`src/monopixPkg.sv`:
```
`default_nettype none

package monopixPkg;

    // Matrix geometry, scaled down to 8 columns per flavour
    localparam int NumFlavors    = 4;
    localparam int ColsPerFlavor = 8;
    localparam int NumCols       = NumFlavors * ColsPerFlavor;

    localparam int BcidWidth = 6;

    // One bit per flavour: 0 PMOS_NOSF, 1 PMOS, 2 COMP, 3 HV
    typedef logic [NumFlavors-1:0] flavorVecT;

    // Flavour f owns bits 8f to 8f+7
    typedef logic [NumCols-1:0] colVecT;

    typedef logic [BcidWidth-1:0] bcidT;

    // Global configuration word, first shifted bit ends up in EnHitOrOut MSB
    typedef struct packed {
        flavorVecT EnHitOrOut;   // Active low, true hit-OR output
        flavorVecT nEnHitOrOut;  // Active low, complement output
        colVecT    ColPulseSel;  // Columns that receive the injection pulse
        logic      InjMonL;
        logic      InjMonR;
        colVecT    DigMonSel;    // Columns that feed the hit-OR
    } confT;

    localparam int ConfSize = $bits(confT);

    // All hit-OR drivers off, nothing injected or monitored
    localparam confT DefaultConf = '{
        EnHitOrOut:  {NumFlavors{1'b1}},
        nEnHitOrOut: {NumFlavors{1'b1}},
        ColPulseSel: '0,
        InjMonL:     1'b0,
        InjMonR:     1'b0,
        DigMonSel:   '0
    };

endpackage

`default_nettype wire

```
`src/confRegister.sv`:
```
`timescale 1ns/1ps
`default_nettype none

module confRegister (
    input  logic              ClkBx,
    input  logic              reset_ff,
    input  logic              ShiftEn,
    input  logic              Si,
    input  logic              Ld,
    input  logic              DefConf,
    output logic              So,
    output monopixPkg::confT  Conf
);

    import monopixPkg::*;

    logic [ConfSize-1:0] shiftReg;

    // Serial chain shifting toward the MSB with Si entering at bit 0
    always_ff @(posedge ClkBx) begin
        if (reset_ff) begin
            shiftReg <= '0;
        end else if (ShiftEn) begin
            shiftReg <= {shiftReg[ConfSize-2:0], Si};
        end
    end

    // Oldest bit in the chain
    assign So = shiftReg[ConfSize-1];

    // Configuration word seen by the periphery
    always_ff @(posedge ClkBx) begin
        if (reset_ff) begin
            Conf <= DefaultConf;
        end else if (DefConf) begin
            Conf <= DefaultConf;   // Default wins over a load in the same cycle
        end else if (Ld) begin
            Conf <= confT'(shiftReg);
        end
    end

    // Shifting goes on while Conf is reloaded
    // A new word can wait in the chain and be applied later

    property confDefaultAfterReset;
        @(posedge ClkBx) reset_ff |=> (Conf == DefaultConf);
    endproperty

    assertConfDefault: assert property (confDefaultAfterReset)
        else $error("Conf not at default after reset");

endmodule

`default_nettype wire

```
`src/bcidCounter.sv`:
```
`timescale 1ns/1ps
`default_nettype none

module bcidCounter (
    input  logic              ClkBx,
    input  logic              reset_ff,
    input  logic              ResetBcid,
    output monopixPkg::bcidT  Bcid
);

    import monopixPkg::*;

    logic resetBcidReg;   // ResetBcid delayed by one cycle
    bcidT bcidBin;

    always_ff @(posedge ClkBx) begin
        if (reset_ff) begin
            resetBcidReg <= 1'b0;
        end else begin
            resetBcidReg <= ResetBcid;
        end
    end

    // Free running counter that wraps at 64
    always_ff @(posedge ClkBx) begin
        if (reset_ff || resetBcidReg) begin
            bcidBin <= '0;
        end else begin
            bcidBin <= bcidBin + 1'b1;
        end
    end

    // Gray code so only one bit toggles per crossing
    assign Bcid = bcidBin ^ (bcidBin >> 1);

    property bcidIncrements;
        @(posedge ClkBx) !(reset_ff || resetBcidReg)
            |=> (bcidBin == bcidT'($past(bcidBin) + 1'b1));
    endproperty

    assertIncrement: assert property (bcidIncrements)
        else $error("BCID counter skipped a count");

endmodule

`default_nettype wire

```
`src/columnPeriphery.sv`:
```
`timescale 1ns/1ps
`default_nettype none

module columnPeriphery (
    input  monopixPkg::confT       Conf,
    input  logic                   Pulse,
    input  monopixPkg::colVecT     DigMon,
    output monopixPkg::colVecT     InjCol,
    output logic                   InjMonLOut,
    output logic                   InjMonROut,
    output monopixPkg::flavorVecT  HitOrOut,
    output monopixPkg::flavorVecT  HitOrNOut
);

    import monopixPkg::*;

    colVecT    digMonMasked;
    flavorVecT hitOr;

    // Injection fan-out
    assign InjCol     = {NumCols{Pulse}} & Conf.ColPulseSel;
    assign InjMonLOut = Pulse & Conf.InjMonL;   // Left monitor pixel
    assign InjMonROut = Pulse & Conf.InjMonR;   // Right monitor pixel

    // Only selected columns contribute
    assign digMonMasked = DigMon & Conf.DigMonSel;

    // One OR per flavour over its block of columns
    always_comb begin
        hitOr = '0;
        for (int f = 0; f < NumFlavors; f++) begin
            hitOr[f] = |digMonMasked[f*ColsPerFlavor +: ColsPerFlavor];
        end
    end

    // Enables are active low, a disabled output sits at 0
    assign HitOrOut  = hitOr & ~Conf.EnHitOrOut;
    assign HitOrNOut = ~hitOr & ~Conf.nEnHitOrOut;   // Complement driver

    // No column or monitor line may see injection without the pulse
    always_comb begin
        if (!Pulse) begin
            assert #0 ((InjCol == '0) && !InjMonLOut && !InjMonROut)
                else $error("Injection active while Pulse is low");
        end
    end

endmodule

`default_nettype wire

```
`src/monopixTop.sv`:
```
`timescale 1ns/1ps
`default_nettype none

module monopixTop (
    input  logic                   ClkBx,
    input  logic                   reset_ff,
    input  logic                   ShiftEn,
    input  logic                   Si,
    input  logic                   Ld,
    input  logic                   DefConf,
    input  logic                   ResetBcid,
    input  logic                   Pulse,
    input  monopixPkg::colVecT     DigMon,
    output logic                   So,
    output logic                   InjMonL,
    output logic                   InjMonR,
    output monopixPkg::bcidT       Bcid,
    output monopixPkg::colVecT     InjCol,
    output monopixPkg::flavorVecT  HitOr,
    output monopixPkg::flavorVecT  HitOrN
);

    import monopixPkg::*;

    confT conf;   // Global configuration to the periphery

    confRegister confRegister_inst (
        .ClkBx    (ClkBx),
        .reset_ff (reset_ff),
        .ShiftEn  (ShiftEn),
        .Si       (Si),
        .Ld       (Ld),
        .DefConf  (DefConf),
        .So       (So),
        .Conf     (conf)
    );

    bcidCounter bcidCounter_inst (
        .ClkBx     (ClkBx),
        .reset_ff  (reset_ff),
        .ResetBcid (ResetBcid),
        .Bcid      (Bcid)
    );

    // Column monitor bits come straight from the pins
    columnPeriphery columnPeriphery_inst (
        .Conf       (conf),
        .Pulse      (Pulse),
        .DigMon     (DigMon),
        .InjCol     (InjCol),
        .InjMonLOut (InjMonL),
        .InjMonROut (InjMonR),
        .HitOrOut   (HitOr),
        .HitOrNOut  (HitOrN)
    );

endmodule

`default_nettype wire

```
`config.mk`:
```
export PLATFORM = sky130hd
export DESIGN_NAME = monopixTop
export DESIGN_NICKNAME = d
export VERILOG_FILES = /design/src/monopixPkg.sv /design/src/confRegister.sv /design/src/bcidCounter.sv /design/src/columnPeriphery.sv /design/src/monopixTop.sv
export SDC_FILE = /design/constraint.sdc
export NUM_CORES = 1
export LEC_CHECK = 0
export ABC_AREA = 1
export BUFFER_PORTS_ARGS = -buffer_cell sky130_fd_sc_hd__buf_2
export CAP_MARGIN = 20
export CORE_ASPECT_RATIO = 1.1
export CORE_MARGIN = 2
export CORE_UTILIZATION = 60
export DETAILED_ROUTE_END_ITERATION = 6
export PLACE_DENSITY = 0.92
export RECOVER_POWER = 50
export SLEW_MARGIN = 20
export SYNTH_ARGS = -nofsm -noshare
export SYNTH_HDL_FRONTEND = slang
export SYNTH_SLANG_ARGS = --single-unit
```
`constraint.sdc`:
```
create_clock -name ClkBx -period 1.7 [get_ports ClkBx]
set_input_delay 0.085 -clock ClkBx [delete_from_list [all_inputs] [get_ports ClkBx]]
set_output_delay 0.085 -clock ClkBx [all_outputs]
set_load 0.03 [all_outputs]
```
# Yosys cells after proc, flatten, opt, wreduce, memory -nomap -nowiden
# Index checks and enable logic that the tools add are counted.
dict set report totals {
  output_inout_bits 49
  inputBits 40
  register_bits 155
}
dict set report classes {
  add_sub_neg 1
  n_bitwise 10
  n_reduce_logical 6
}
# operator count
set op_table {}
lappend op_table {{32-bit AND} 2}
lappend op_table {{8-bit OR reduction} 4}
lappend op_table {{4-bit inverter} 3}
lappend op_table {{4-bit AND} 2}
lappend op_table {{6-bit by 1-bit adder with 6-bit output (second input constant)} 1}
lappend op_table {{6-bit by 5-bit XOR with 6-bit output} 1}
lappend op_table {{1-bit AND} 2}
lappend op_table {{2-bit OR reduction} 1}
lappend op_table {{1-bit logical OR} 1}

# Longest topological paths before layout
# Gate-level depths: netlist of run 1.
dict set report depth {
  depth_word 4
  depth_mapped 6
  mapped_depth_nobuf 5
}

# By module
# A second synthesis of run 1 with hierarchy kept.
dict set report unflattened {
  cells_unflattened 953
  area_unflattened_um2 6641.4
}
# module seq_area_each_um2 n_inst area_each_um2 cells_per_inst
set modules_own_cells {}
lappend modules_own_cells {confRegister 2962.8 1 5769.3 776}
lappend modules_own_cells {columnPeriphery 0.0 1 556.8 140}
lappend modules_own_cells {bcidCounter 140.1 1 315.3 37}

# Worst setup path before layout of run 1
# No wires, ideal clock.
dict set report synth_path {
  path_type {register to output}
  start {reg, netlist name confRegister_inst.Conf[6]}
  end {out HitOrN[0]}
  arrival_ns 0.962
  stages_incl_launch_ff 6
  setup_slack_ns 0.653
  required_time_ns 1.615
  path_cell_list {dfxtp_1 nand2_1 nand2_1 nor2_1 nand2_1 nor2_1}
}
dict set report synth_via {
  elab_chain_cells 4
}
# element line_no
set synth_rtl {}
lappend synth_rtl {{32-bit AND} columnPeriphery.sv:26} ;# assign digMonMasked = DigMon & Conf.DigMonSel;
lappend synth_rtl {{8-bit OR reduction} columnPeriphery.sv:32} ;# hitOr[f] = |digMonMasked[f*ColsPerFlavor +: ColsPerFlavor];
lappend synth_rtl {{4-bit inverter} columnPeriphery.sv:38} ;# assign HitOrNOut = ~hitOr & ~Conf.nEnHitOrOut;
lappend synth_rtl {{4-bit AND} columnPeriphery.sv:38}
lappend synth_rtl {{end, declared} monopixTop.sv:20} ;# output monopixPkg::flavorVecT HitOrN
# No other way between the ends.

# Worst setup path after layout of run 1
dict set report layout_path {
  start {reg, netlist name confRegister_inst.Conf[27]}
  end {out HitOr[3]}
}
dict set report layout_via {
  elab_chain_cells 3
}
# element line_no
set layout_rtl {}
lappend layout_rtl {{32-bit AND} columnPeriphery.sv:26}
lappend layout_rtl {{8-bit OR reduction} columnPeriphery.sv:32}
lappend layout_rtl {{4-bit AND} columnPeriphery.sv:37} ;# assign HitOrOut = hitOr & ~Conf.EnHitOrOut;
lappend layout_rtl {{end, declared} monopixTop.sv:19} ;# output monopixPkg::flavorVecT HitOr,
# No other way between the ends.

==> results of run 1 <==
==> layer usage <==
metal,vias up,track usage [%],routed length (µm)
met1,2381,30.2,5680
met2,175,41.1,6740
li1,2664,-,-
met3,30,6.43,727
met5,-,0,0
met4,0,9.55,285
==> cell type report <==
class	count	area, µm²	share of cell area (%)
repair buffers	101	577	8.05
multi-input cells	564	2530	35.3
clock inverters	10	161	2.25
inverters	41	159	2.22
flip-flops and latches	155	3100	43.3
well taps	120	150	2.10
clock buffers	22	483	6.74
==> synthesized netlist by cell type (all sizes together) <==
| master | n | area, µm² |
|---|---|---|
| o21ai | 140 | 701 |
| a21oi | 7 | 38.8 |
| xor2 | 4 | 35.0 |
| nor2 | 295 | 1260 |
| nand3 | 9 | 45.0 |
| inv | 41 | 159 |
| xnor2 | 1 | 8.76 |
| ha | 4 | 50.1 |
| clkbuf | 7 | 26.3 |
| nand2 | 104 | 390 |
| dfxtp | 155 | 3100 |
| buf | 45 | 394 |
==> worst paths after layout <==
check	end	slack, ns	depth (start not counted)
setup / recovery	HitOr[3]	0.14	5
hold / removal	confRegister_inst.Conf[68]	0.08	4
setup reg to reg	bcidCounter_inst.bcidBin[5]	0.73	4
hold reg to reg	confRegister_inst.Conf[73]	0.47	2
==> repair_timing <==
item | in CTS | in global routing
resized for setup | 0 | 1
hold endpoints to repair | 11 | 0
hold buffers | 5 | 0
setup buffers | 0 | 0
setup endpoints to repair | 0 | 1
==> state kept, by name, indices dropped and copies added, names as in the netlist <==
name and cells:
confRegister_inst.Conf 74, bcidCounter_inst.resetBcidReg 1, bcidCounter_inst.bcidBin 6, confRegister_inst.shiftReg 74
==> cell families after synthesis <==
| family | share of synthesized area [%] |
|---|---|
| AOI/OAI and AO/OA | 11.9 |
| xor gates and xnor gates | 0.705 |
| adders and majority gates | 0.806 |
| buffers and inverters | 9.33 |
| DFF | 50.0 |
| and+or+nand+nor | 27.3 |
==> where the power goes <==
group | internal, mW | switching (mW)
clock network | 2.58 | 1.44
logic | 0.250 | 0.472
registers | 3.82 | 0.135
total | 6.65 | 2.05
==> cells in the final DEF (no fill, tap or decap) <==
| cell | Yosys | routed |
|---|---|---|
| clkbuf_16 | 0 | 16 |
| nand2_1 | 104 | 104 |
| clkinv_2 | 0 | 2 |
| o21ai_1 | 59 | 1 |
| buf_2 | 26 | 86 |
| clkbuf_4 | 0 | 3 |
| nand3_1 | 9 | 9 |
| inv_4 | 2 | 2 |
| nor2_1 | 235 | 235 |
| clkinv_4 | 0 | 1 |
| bufinv_16 | 0 | 4 |
| clkinvlp_4 | 0 | 3 |
| ha_1 | 4 | 4 |
| o21ai_0 | 81 | 139 |
| xnor2_1 | 1 | 1 |
| a21oi_2 | 1 | 1 |
| nor2_2 | 60 | 59 |
| xor2_1 | 4 | 4 |
| nor2_4 | 0 | 1 |
| inv_1 | 38 | 38 |
| dfxtp_1 | 155 | 155 |
| clkbuf_8 | 0 | 6 |
| buf_4 | 3 | 4 |
| a21oi_1 | 6 | 6 |
| clkbuf_1 | 7 | 1 |
| dlygate4sd3_1 | 0 | 5 |
| buf_12 | 7 | 2 |
| clkinv_1 | 0 | 1 |
==> worst max-delay path: stages (launching register included) <==
cell	delay [ns]
dfxtp_1	0.34
nand2_1	0.06
nand2_1	0.08
nor2_1	0.05
a21oi_1	0.19
buf_2	0.23
==> through the flow <==
| step | instance area, µm² | util, % | worst slack, ns | power [mW] |
|---|---|---|---|---|
| floorplan | 6210 | - | 0.653 | 4.59 |
| global placement | 6490 | 65.0 | 0.608 | 4.71 |
| detailed placement | 6490 | 65.0 | 0.556 | 4.74 |
| CTS | 7190 | 72.0 | 0.110 | 8.74 |
| global route | 7160 | 71.8 | 0.00652 | 8.98 |
| finish | 7160 | 71.8 | 0.138 | 8.69 |
==> out/metrics.yaml, run 1 <==
pwr:
  powerDensity_mw_per_mm2: 1210
  p_leak_nw: 3.49
  ir_worst_vdd_mv: 0.629
worst_hold_path:
  hp-class: "in2reg"
  min_from: "Ld"
clocking:
  cts_buffers: 17
  clkSlewWorstSetupHoldPaths_ns: 0.06
  clk_latency_ns: 0.53
  cts.sinks: 155
  clk_path_buf_depth: 2
  cts-root-buf: "clkbuf_8"
  cts_max_level: 4
  cts_tree: "done"
detailed_routing:
  first_pass_iters: 5
  drtIter0Drc: 296
  viasPerCell: 5.18
  wl_per_cell_um: 13.3
  drc: 0
  wl_mm: 13.4
  vias: 5250
  ant_nets: 0
placement:
  routabilityCongestion: 0.725
  port-buffer-count: 88
  dp.cells: 976
  hpwl_mm: 7.62
global_route:
  gr-total-overflow: 0
  grt_max_degree: 75
  grt_pass1_wl_mm: 22.4
  track_usage_pct: 24.6
  antenna_found_initial: 0
  grt_pass1_vias: 4999
outcome:
  status: "completed"
floorplan:
  fp.dieW_um: 101
  die_h_um: 111
  coreArea_mm2: 0.00998
  die_area_mm2: 0.0112
  rows: 38
  io-pin-count: 89
  initial_utilization_pct: 62.2
timing:
  skew_ns: 0.00696
  final-hold-violation-count: 0
  max_freq_mhz: 640
  finalCriticalPeriod_ns: 1.56
  fin_tns_setup_ns: 0
  holdWs_ns: 0.0815
  slew_violations: 0
  setup_viol: 0
  finalCritPeriodShare_pct: 91.9
  slew_headroom_pct: 54.5
  worstMarginPinSlew_ns: 0.682
  grt_setup_unrepaired: "false"
synthesis:
  synthesis.instances: 812
  ys_seq_area_share_pct: 50.0
  yosysWarnings: 0
  synth.avg_cell_area_um2: 7.65
  ys_types: 20
  syn_nets: 856
  ys_ff_latch: 155
  syn_area_mm2: 0.00621
finish:
  area_growth_pct: 15.4
  diodes: 0
  nets: 924
  drive_gt1_share_pct: 21.3
  nFillCells: 763
  stdcell_count: 1013
worst_setup_path:
  cp_data_arrival_time_ns: 1.48
  rr_startpoint: "bcidCounter_inst.bcidBin[2]"
  startpoint_type: "flip-flop"
  cp.required_ns: 1.62
  criticalPathCategory: "reg2out"
  end_kind: "output port"
  cp_max_fo: 2
  worstSetupStartpoint: "confRegister_inst.Conf[27]"
run:
  maxCapViolations: 0
Note: power is estimated with default switching activity, not from simulation.
==> run 2: changes to the inputs <==
- CORE_UTILIZATION: 60 -> 57
- PLACE_DENSITY: 0.92 -> 0.88
==> out/metrics.yaml, run 2 (synthesis gave the netlist of run 1 again) <==
timing:
  slew_violations: 0
  max_freq_mhz: 649
  worstMarginPinSlew_ns: 1.24
  finalCritPeriodShare_pct: 90.6
  fin_ws_ns: 0.160
  holdWs_ns: 0.125
  skew_ns: 0.00735
  final-hold-violation-count: 0
  slew_headroom_pct: 17.2
  finalCriticalPeriod_ns: 1.54
  grt_setup_unrepaired: "false"
  fin_tns_setup_ns: 0
  setup_viol: 0
placement:
  dp.cells: 999
  routabilityCongestion: 0.742
  place_ws_ns: 0.564
  hpwl_mm: 7.26
  port-buffer-count: 88
global_route:
  track_usage_pct: 23.0
  grt_pass1_vias: 4906
  antenna_found_initial: 0
  grt_pass1_wl_mm: 22.3
  grt_max_degree: 76
  gr-total-overflow: 0
worst_setup_path:
  end_kind: "output port"
  criticalPathCategory: "reg2out"
  cp_data_arrival_time_ns: 1.45
  startpoint_type: "flip-flop"
  crit_slowest_cell: "dfxtp_1"
  rr_startpoint: "bcidCounter_inst.bcidBin[0]"
  cp_num_buf_inv: 1
  worstSetupStartpoint: "confRegister_inst.Conf[30]"
  critPathTopFamily: "simple AND/OR/NAND/NOR gates"
  slowest_delay_ns: 0.31
  cp_max_fo: 2
  crit_path_frequent_cell: "nand2_1"
  cp_cell_sequence: "nand2_1 > nand2_1 > nor2_1 > nand2_1 > nor2_1 > buf_2"
  cp.required_ns: 1.62
clocking:
  clkSlewWorstSetupHoldPaths_ns: 0.06
  cts_resized: 0
  cts-root-buf: "clkbuf_16"
  cts_tree: "done"
  clk_path_buf_depth: 2
  cts.sinks: 155
  clk_latency_ns: 0.42
  cts_buffers: 17
  cts_max_level: 4
detailed_routing:
  wl_mm: 13.1
  vias: 5222
  drc: 0
  viasPerCell: 5.05
  wl_per_cell_um: 12.7
  drtIter0Drc: 303
  first_pass_iters: 5
  ant_nets: 0
finish:
  area_growth_pct: 16.0
  reg_top3: "confRegister_inst.Conf (74), confRegister_inst.shiftReg (74), bcidCounter_inst.bcidBin (6)"
  drive_gt1_share_pct: 21.2
  nFillCells: 781
  multi_input_area_mm2: 0.00253
  nets: 922
  diodes: 0
  mostFrequentLayoutCell: "nor2_1"
  layout_common_cells: "235 x nor2_1, 155 x dfxtp_1, 110 x o21ai_0"
  stdcell_count: 1034
  seqCellArea_mm2: 0.00310
worst_hold_path:
  hp-class: "in2reg"
  min_from: "reset_ff"
floorplan:
  die_h_um: 113
  fp.dieW_um: 104
  coreArea_mm2: 0.0105
  rows: 39
  die_area_mm2: 0.0117
  initial_utilization_pct: 59.2
  io-pin-count: 89
pwr:
  p_leak_nw: 3.49
  ir_worst_vdd_mv: 0.706
  total_power_mw: 8.71
  powerDensity_mw_per_mm2: 1210
outcome:
  status: "completed"
run:
  maxCapViolations: 0
run 2: final cells by class:
class                      instances  area share (%)
clock buffer                      19            6.29
timing repair buffer              99            8.13
inverter                          41            2.17
sequential                       155            43.1
clock inverter                    13            2.66
multi-input combinational        564            35.2
tap                              143            2.49
run 2: metrics by stage:
step                util [%]  cell area [µm²]
global placement        62.3             6540
finish                  68.6             7200
global route            68.6             7200
floorplan                  -             6210
detailed placement      62.3             6540
CTS                     68.7             7210
run 2: report_power, final:
part / total [mW] / internal, mW / leakage (nW) / switching, mW
clock: 4.03 / 2.54 / 0.306 / 1.49
sequential: 3.96 / 3.82 / 1.27 / 0.138
combinational: 0.728 / 0.257 / 1.91 / 0.471
run 2: repair_timing:
action,in CTS,in global routing
endpoints found under the hold margin,2,0
buffers inserted,0,0
hold buffers,3,0
run 2: path summary, 6_finish.rpt:
path                                  to  slack (ns)  cells past startpoint
max                            HitOrN[3]        0.16                      6
min          bcidCounter_inst.bcidBin[1]        0.13                      4
max reg2reg  bcidCounter_inst.bcidBin[4]        0.75                      4
min reg2reg  bcidCounter_inst.bcidBin[0]        0.46                      1
run 2: worst reg2reg max path, stage by stage, from the launching register on:
cell     delay (ns)
dfxtp_1        0.33
ha_1           0.23
nand2_1        0.08
xor2_1         0.14
nor2_1         0.05
run 2: routing by layer:
metal | wire, µm | up-vias | global-route usage [%] | part of all wire [%]
met1 | 5640 | 2379 | 28.6 | 43
met3 | 745 | 18 | 5.43 | 5.7
met2 | 6490 | 154 | 39.7 | 50
li1 | - | 2671 | - | -
met4 | 227 | 0 | 8.11 | 1.7
met5 | 0 | - | 0 | 0
